## src/hw/rob_pkg.sv

```systemverilog
package rob_pkg;

    // Data path
    localparam int XLEN = 32;
    typedef logic [XLEN-1:0] word_t;

    // Destination register number
    localparam int REG_ADDR_W = 5;
    typedef logic [REG_ADDR_W-1:0] reg_addr_t;

    // Reorder buffer geometry, depth kept a power of two so pointers wrap
    localparam int ROB_DEPTH = 8;
    localparam int TAG_W = $clog2(ROB_DEPTH);
    typedef logic [TAG_W-1:0] tag_t;
    typedef logic [TAG_W:0] count_t;

    // Execution lanes
    localparam int NUM_LANES = 4;
    localparam int LANE_IDX_W = $clog2(NUM_LANES);
    typedef logic [LANE_IDX_W-1:0] lane_idx_t;

    // Multiply latency in cycles, everything else finishes in one
    localparam int MUL_LATENCY = 4;
    localparam int LAT_W = $clog2(MUL_LATENCY);
    typedef logic [LAT_W-1:0] lat_cnt_t;

    typedef enum logic [2:0] {
        OP_ADD = 3'd0,
        OP_SUB = 3'd1,
        OP_AND = 3'd2,
        OP_XOR = 3'd3,
        OP_MUL = 3'd4
    } alu_op_e;

    typedef enum logic {
        LANE_IDLE = 1'b0,
        LANE_BUSY = 1'b1
    } lane_state_e;

endpackage

```

## src/hw/rob_ifs.sv

```systemverilog
`timescale 1ns/1ps

// Operation handoff from dispatch into one execution lane
interface lane_issue_if import rob_pkg::*; ();

    logic    valid;
    logic    ready;
    alu_op_e op;
    word_t   a;
    word_t   b;
    tag_t    tag;

    modport dispatch (
        output valid,
        output op,
        output a,
        output b,
        output tag,
        input  ready
    );

    modport lane (
        input  valid,
        input  op,
        input  a,
        input  b,
        input  tag,
        output ready
    );

endinterface

// Tag allocation request into the reorder buffer
interface rob_alloc_if import rob_pkg::*; ();

    logic      valid;
    logic      ready;
    reg_addr_t rd;
    tag_t      tag;

    modport dispatch (
        output valid,
        output rd,
        input  ready,
        input  tag
    );

    modport buffer (
        input  valid,
        input  rd,
        output ready,
        output tag
    );

endinterface

```

## src/hw/dispatch_unit.sv

```systemverilog
`timescale 1ns/1ps

module dispatch_unit import rob_pkg::*; (
    input  logic      issue_valid,
    output logic      issue_ready,
    input  alu_op_e   issue_op,
    input  word_t     issue_a,
    input  word_t     issue_b,
    input  reg_addr_t issue_rd,

    rob_alloc_if.dispatch alloc,
    lane_issue_if.dispatch lanes [NUM_LANES]
);

    logic [NUM_LANES-1:0] lane_idle;
    lane_idx_t            sel_lane;
    logic                 any_idle;
    logic                 launch;

    // Lowest-numbered idle lane wins
    always_comb begin
        sel_lane = '0;
        any_idle = 1'b0;
        for (int i = NUM_LANES - 1; i >= 0; i--) begin
            if (lane_idle[i]) begin
                sel_lane = lane_idx_t'(i);
                any_idle = 1'b1;
            end
        end
    end

    // Need both a free buffer entry and a free lane
    assign issue_ready = alloc.ready && any_idle;
    assign launch      = issue_valid && issue_ready;

    // Allocation fires on exactly the same edge as the lane start
    assign alloc.valid = issue_valid && any_idle;
    assign alloc.rd    = issue_rd;

    for (genvar i = 0; i < NUM_LANES; i++) begin : g_lane
        assign lane_idle[i] = lanes[i].ready;

        assign lanes[i].valid = launch && (sel_lane == lane_idx_t'(i));
        assign lanes[i].op    = issue_op;
        assign lanes[i].a     = issue_a;
        assign lanes[i].b     = issue_b;
        // Tail index of the buffer becomes the operation's tag
        assign lanes[i].tag   = alloc.tag;
    end

endmodule

```

## src/hw/exec_lane.sv

```systemverilog
`timescale 1ns/1ps

module exec_lane import rob_pkg::*; (
    input  logic clk,
    input  logic reset,

    lane_issue_if.lane issue,

    output logic  done_valid,
    output tag_t  done_tag,
    output word_t done_value
);

    lane_state_e state;
    lat_cnt_t    cnt;
    lat_cnt_t    start_cnt;
    word_t       result_d;
    word_t       result_q;
    tag_t        tag_q;
    logic        accept;

    assign issue.ready = (state == LANE_IDLE);
    assign accept      = issue.valid && issue.ready;

    // Result is formed from the operands at the accepting edge
    always_comb begin
        case (issue.op)
            OP_ADD:  result_d = issue.a + issue.b;
            OP_SUB:  result_d = issue.a - issue.b;
            OP_AND:  result_d = issue.a & issue.b;
            OP_XOR:  result_d = issue.a ^ issue.b;
            // Low XLEN bits of the product
            OP_MUL:  result_d = issue.a * issue.b;
            default: result_d = '0;
        endcase
    end

    // Remaining busy cycles after the first one
    assign start_cnt = (issue.op == OP_MUL) ? lat_cnt_t'(MUL_LATENCY - 1) : '0;

    always_ff @(posedge clk) begin
        if (reset) begin
            state <= LANE_IDLE;
            cnt   <= '0;
        end else begin
            case (state)
                LANE_IDLE: begin
                    if (accept) begin
                        state <= LANE_BUSY;
                        cnt   <= start_cnt;
                    end
                end
                LANE_BUSY: begin
                    // Completion is sampled on this edge, so go idle with it
                    if (cnt == '0) begin
                        state <= LANE_IDLE;
                    end else begin
                        cnt <= cnt - 1'b1;
                    end
                end
                default: state <= LANE_IDLE;
            endcase
        end
    end

    // Payload held for the whole busy period
    always_ff @(posedge clk) begin
        if (accept) begin
            result_q <= result_d;
            tag_q    <= issue.tag;
        end
    end

    assign done_valid = (state == LANE_BUSY) && (cnt == '0);
    assign done_tag   = tag_q;
    assign done_value = result_q;

endmodule

```

## src/hw/reorder_buffer.sv

```systemverilog
`timescale 1ns/1ps

module reorder_buffer import rob_pkg::*; (
    input  logic clk,
    input  logic reset,

    rob_alloc_if.buffer alloc,

    // Lane completions, one slot per lane
    input  logic [NUM_LANES-1:0] done_valid,
    input  tag_t                 done_tag [NUM_LANES],
    input  word_t                done_value [NUM_LANES],

    // Register-file write commits, in program order
    output logic      commit_valid,
    input  logic      commit_ready,
    output reg_addr_t commit_rd,
    output word_t     commit_value
);

    reg_addr_t            rd_q [ROB_DEPTH];
    word_t                value_q [ROB_DEPTH];
    logic [ROB_DEPTH-1:0] done_q;

    tag_t   head;
    tag_t   tail;
    count_t count;

    logic full;
    logic empty;
    logic alloc_fire;
    logic commit_fire;

    assign full  = (count == count_t'(ROB_DEPTH));
    assign empty = (count == '0);

    assign alloc.ready = !full;
    assign alloc.tag   = tail;
    assign alloc_fire  = alloc.valid && alloc.ready;

    // Head is committable once its lane has reported
    assign commit_valid = !empty && done_q[head];
    assign commit_rd    = rd_q[head];
    assign commit_value = value_q[head];
    assign commit_fire  = commit_valid && commit_ready;

    // Pointers and occupancy
    always_ff @(posedge clk) begin
        if (reset) begin
            head  <= '0;
            tail  <= '0;
            count <= '0;
        end else begin
            if (alloc_fire) begin
                tail <= tail + 1'b1;
            end
            if (commit_fire) begin
                head <= head + 1'b1;
            end
            case ({alloc_fire, commit_fire})
                2'b10:   count <= count + 1'b1;
                2'b01:   count <= count - 1'b1;
                default: count <= count;
            endcase
        end
    end

    // Done flags
    // Allocated, completing and committing entries never coincide
    always_ff @(posedge clk) begin
        if (reset) begin
            done_q <= '0;
        end else begin
            if (alloc_fire) begin
                done_q[tail] <= 1'b0;
            end
            for (int i = 0; i < NUM_LANES; i++) begin
                if (done_valid[i]) begin
                    done_q[done_tag[i]] <= 1'b1;
                end
            end
            if (commit_fire) begin
                done_q[head] <= 1'b0;
            end
        end
    end

    // Entry payload
    always_ff @(posedge clk) begin
        if (alloc_fire) begin
            rd_q[tail] <= alloc.rd;
        end
        // Each in-flight lane owns a distinct tag
        for (int i = 0; i < NUM_LANES; i++) begin
            if (done_valid[i]) begin
                value_q[done_tag[i]] <= done_value[i];
            end
        end
    end

endmodule

```

## src/hw/rob_core.sv

```systemverilog
`timescale 1ns/1ps

module rob_core import rob_pkg::*; (
    input  logic      clk,
    input  logic      reset,

    // Issue side, program order
    input  logic      issue_valid,
    output logic      issue_ready,
    input  alu_op_e   issue_op,
    input  word_t     issue_a,
    input  word_t     issue_b,
    input  reg_addr_t issue_rd,

    // Commit side, program order
    output logic      commit_valid,
    input  logic      commit_ready,
    output reg_addr_t commit_rd,
    output word_t     commit_value
);

    rob_alloc_if  alloc_bus ();
    lane_issue_if lane_bus [NUM_LANES] ();

    // Completion pulses from the lanes
    logic [NUM_LANES-1:0] done_valid;
    tag_t                 done_tag [NUM_LANES];
    word_t                done_value [NUM_LANES];

    dispatch_unit u_dispatch (
        .issue_valid (issue_valid),
        .issue_ready (issue_ready),
        .issue_op    (issue_op),
        .issue_a     (issue_a),
        .issue_b     (issue_b),
        .issue_rd    (issue_rd),
        .alloc       (alloc_bus),
        .lanes       (lane_bus)
    );

    for (genvar i = 0; i < NUM_LANES; i++) begin : g_lane
        exec_lane u_lane (
            .clk        (clk),
            .reset      (reset),
            .issue      (lane_bus[i]),
            .done_valid (done_valid[i]),
            .done_tag   (done_tag[i]),
            .done_value (done_value[i])
        );
    end

    reorder_buffer u_rob (
        .clk          (clk),
        .reset        (reset),
        .alloc        (alloc_bus),
        .done_valid   (done_valid),
        .done_tag     (done_tag),
        .done_value   (done_value),
        .commit_valid (commit_valid),
        .commit_ready (commit_ready),
        .commit_rd    (commit_rd),
        .commit_value (commit_value)
    );

endmodule

```

## config.mk

```make
export PLATFORM = sky130hd
export DESIGN_NAME = rob_core
export DESIGN_NICKNAME = d
export VERILOG_FILES = /design/src/hw/rob_pkg.sv /design/src/hw/rob_ifs.sv /design/src/hw/dispatch_unit.sv /design/src/hw/exec_lane.sv /design/src/hw/reorder_buffer.sv /design/src/hw/rob_core.sv
export SDC_FILE = /design/constraint.sdc
export NUM_CORES = 2
export LEC_CHECK = 0
export CAP_MARGIN = 5
export CORE_MARGIN = 8
export CORE_UTILIZATION = 50
export CTS_CLUSTER_DIAMETER = 50
export DETAILED_ROUTE_END_ITERATION = 8
export DONT_BUFFER_PORTS = 1
export PLACE_DENSITY_LB_ADDON = 0.15
export REMOVE_ABC_BUFFERS = 1
export SLEW_MARGIN = 25
export SYNTH_ARGS = -nofsm -noshare
export SYNTH_HDL_FRONTEND = slang
export SYNTH_SLANG_ARGS = --single-unit
```

## constraint.sdc

```tcl
create_clock -name clk -period 25.9 [get_ports clk]
set_clock_uncertainty 0.1 [all_clocks]
set_input_delay 5.18 -clock clk [delete_from_list [all_inputs] [get_ports clk]]
set_output_delay 5.18 -clock clk [all_outputs]
set_load 0.01 [all_outputs]
```

==> run metrics <==
status=finished, final reports clean; CTS root buffer=clkbuf_16; Worst EP required=26.10 ns; Netlist cell types=69; critical path class=primary input to flop; post-synthesis mux area share=11.4%; port bufs=0; DRT antenna net count=0; GRT overflow=0; Post-CTS Setup Inserts=0; CP max FO=20; share of layout cells above drive strength 1=6.51%; Core Rows=109; main combinational cell family by area after synthesis=adder cells; synthesized flop and latch total=469; placed inst area=0.0447 sq mm; initial antenna violation count=3; Hold Crit Start=g_lane[0].u_lane.cnt[1]; Worst Tran Pin Value=1.10 ns; Simple-Gate Fraction of Synth Area=13.6%; vias in the first global route=31648; Worst Path Arrival=12.22 ns; worst path bufs/invs=4; Total Routed Length=134 mm; Syn. warnings=0; Final Hold Fails=0; fmax=83.2 MHz; normalized max-slew margin=26.2%; I/O pin total=115; Worst setup EP type=flop; post-route clock period utilization=46.4%; DR pass1 iterations=6; gr usage total=26.8%; max cap viols=0; ys flop type=edfxtp_1; CP top delay family=adder cells; Starting Density=50.3%; Sink Count=469; hold crit path type=flop to flop; core area=0.0881 sq mm; WL per Instance=24.7 um; Critical Path Most Common Cell=fa_1; TritonCTS Buffers=46; EDFF count, synth=436; Final setup viols=0; CTS tree=yes; crit-path cells=and2_1 -> fa_1 -> fa_1 -> fa_1 -> inv_1 -> fa_1 -> inv_1 -> fa_1 -> inv_1 -> fa_1 -> inv_1 -> fa_1 -> fa_1 -> ha_1 -> a21o_1 -> a21o_2 -> a221o_1 -> a22o_1 -> a31oi_1 -> a21oi_1 -> a211oi_1 -> xnor2_1 -> o21ai_0; largest net degree at the start of global routing=66; die height=314 um; crit path time final=12.02 ns; Die ar.=0.0984 sq mm; DRT iter0 DRCs=2743; final setup TNS=0 ns; DRC=0; register area share after synthesis=31.0%; Mapped Cells=4562; clock latency on the worst-skew pair=0.57 ns; Post-synth ARST share=0%; XOR/XNOR Fraction of Synth Area=2.85%; CTS Hold Buffers Added=0; CTS clk-pin slew, worst paths=0.06 ns; n_diodes=0; design area=0.0461 sq mm; Layout Nets=4914; Avg Inst Size Synth=9.71 sq um; vias per std cell=5.82; Pins Over Slew Limit=0; Worst path max stage delay=0.56 ns; CTS resizes=0; Post-Syn Area=0.0443 sq mm; Synth-to-Final Area Change=4.10%; worst r2r src=g_lane[1].u_lane.state; CP max stage cell=fa_1; htree depth=2; Compound-Gate Fraction of Synth Area=10.0%; Crit. Startpoint=issue_a[13]; Worst setup SP type=primary input; first-pass GRT wire length=202 mm; die width=314 um; Final GP Congestion=0.887; Vias=31628; hpwl dp=86.1 mm; RSZ-0062 raised after global routing=false; Bufs on Longest Clock Path=3; Adder-Cell Fraction of Synth Area=24.1%
-- per-stage QoR --
stage               hold WS, ns  instances  utilization (%)  setup WS [ns]
floorplan                 0.331       4147                -          13.86
global placement          0.350       5349             50.7          13.44
detailed placement        0.352       5349             50.7          13.30
CTS                       0.361       5433             52.4          13.89
global route              0.399       5433             52.4          13.52
finish                    0.360       5433             52.4          13.88
-- sequential cells by signal (all words and copies together), names as in the netlist, named ones only --
name	count
u_rob.alloc.tag	3
u_rob.count	4
u_rob.done_q	8
g_lane.u_lane.done_tag	12
g_lane.u_lane.cnt	8
u_rob.head	3
u_rob.value_q	256
g_lane.u_lane.state	4
u_rob.rd_q	40
g_lane.u_lane.done_value	128
-- kinds of logic (layout without fill, tap and decap cells) --
logic type               after synthesis  after routing
AND/OR/NAND/NOR                     1313           1313
buffers and inverters                832            538
AO/OA/AOI/OAI                        794            794
adder cells (fa/ha/maj)              606            606
flip-flops                           469            469
multiplexers                         404            404
XOR/XNOR                             144            144
-- tightest hold or removal path, stage by stage (launching register included) --
cell     delay [ns]
dfxtp_1        0.30
inv_1          0.07
a21oi_1        0.06
-- area by class of cell --
class | instances | area [sq um]
Sequential cell | 469 | 13800
Clock buffer | 53 | 1200
Multi-Input combinational cell | 3261 | 27600
Tap cell | 1165 | 1460
Fill cell | 7991 | 42000
Timing Repair Buffer | 37 | 278
Clock inverter | 31 | 240
Inverter | 417 | 1570
-- worst paths after layout --
kind         slack [ns]                               to  depth (start not counted)
max               13.88  g_lane[2].u_lane.done_value[31]                         23
min reg2reg        0.36          g_lane[0].u_lane.cnt[1]                          2
max reg2reg       22.29             u_rob.value_q[6][21]                          6
min                0.36          g_lane[0].u_lane.cnt[1]                          2
-- cells in the final DEF, fill, tap and decap left out, types with 27 or more instances in the layout --
cell       synthesis  routed
mux2_2            38      38
xnor2_1           91      91
mux4_2            76      76
a21oi_1          270     270
fa_1             410     410
and2_1           304     304
xor2_1            53      53
ha_1             196     196
o21ai_0          379     379
mux2i_1          290     290
inv_1            417     417
a21o_1            27      27
nand2_1          594     592
edfxtp_1         436     436
buf_4              1      37
dfxtp_1           33      30
nor2_1           283     269
clkbuf_16          0      47
-- per-layer routing --
| metal | global-route usage, % | wire (um) | share of wire, % | up-vias |
|---|---|---|---|---|
| li1 | - | - | - | 14541 |
| met1 | 36.0 | 56100 | 42 | 15652 |
| met2 | 45.4 | 64100 | 48 | 1176 |
| met3 | 3.29 | 9550 | 7.1 | 259 |
| met4 | 8.31 | 4240 | 3.2 | 0 |
| met5 | 0 | 0 | 0 | - |
-- synthesized netlist by cell type, drive strengths merged, types with 21 or more instances --
cell type / instances / area (sq um)
nand2: 594 / 2230
edfxtp: 436 / 13100
inv: 417 / 1570
fa: 410 / 8210
o21ai: 379 / 1900
clkbuf: 332 / 1250
and2: 304 / 1900
mux2i: 290 / 2900
nor2: 283 / 1060
a21oi: 270 / 1350
ha: 196 / 2450
xnor2: 91 / 797
buf: 83 / 332
mux4: 76 / 1710
xor2: 53 / 464
mux2: 38 / 428
dfxtp: 33 / 661
a21o: 28 / 211
nand2b: 21 / 131
nor3: 21 / 105
Power is left out: the tool's default activity adds up to more than one toggle a clock period on the data nets, which glitch-free logic cannot reach.
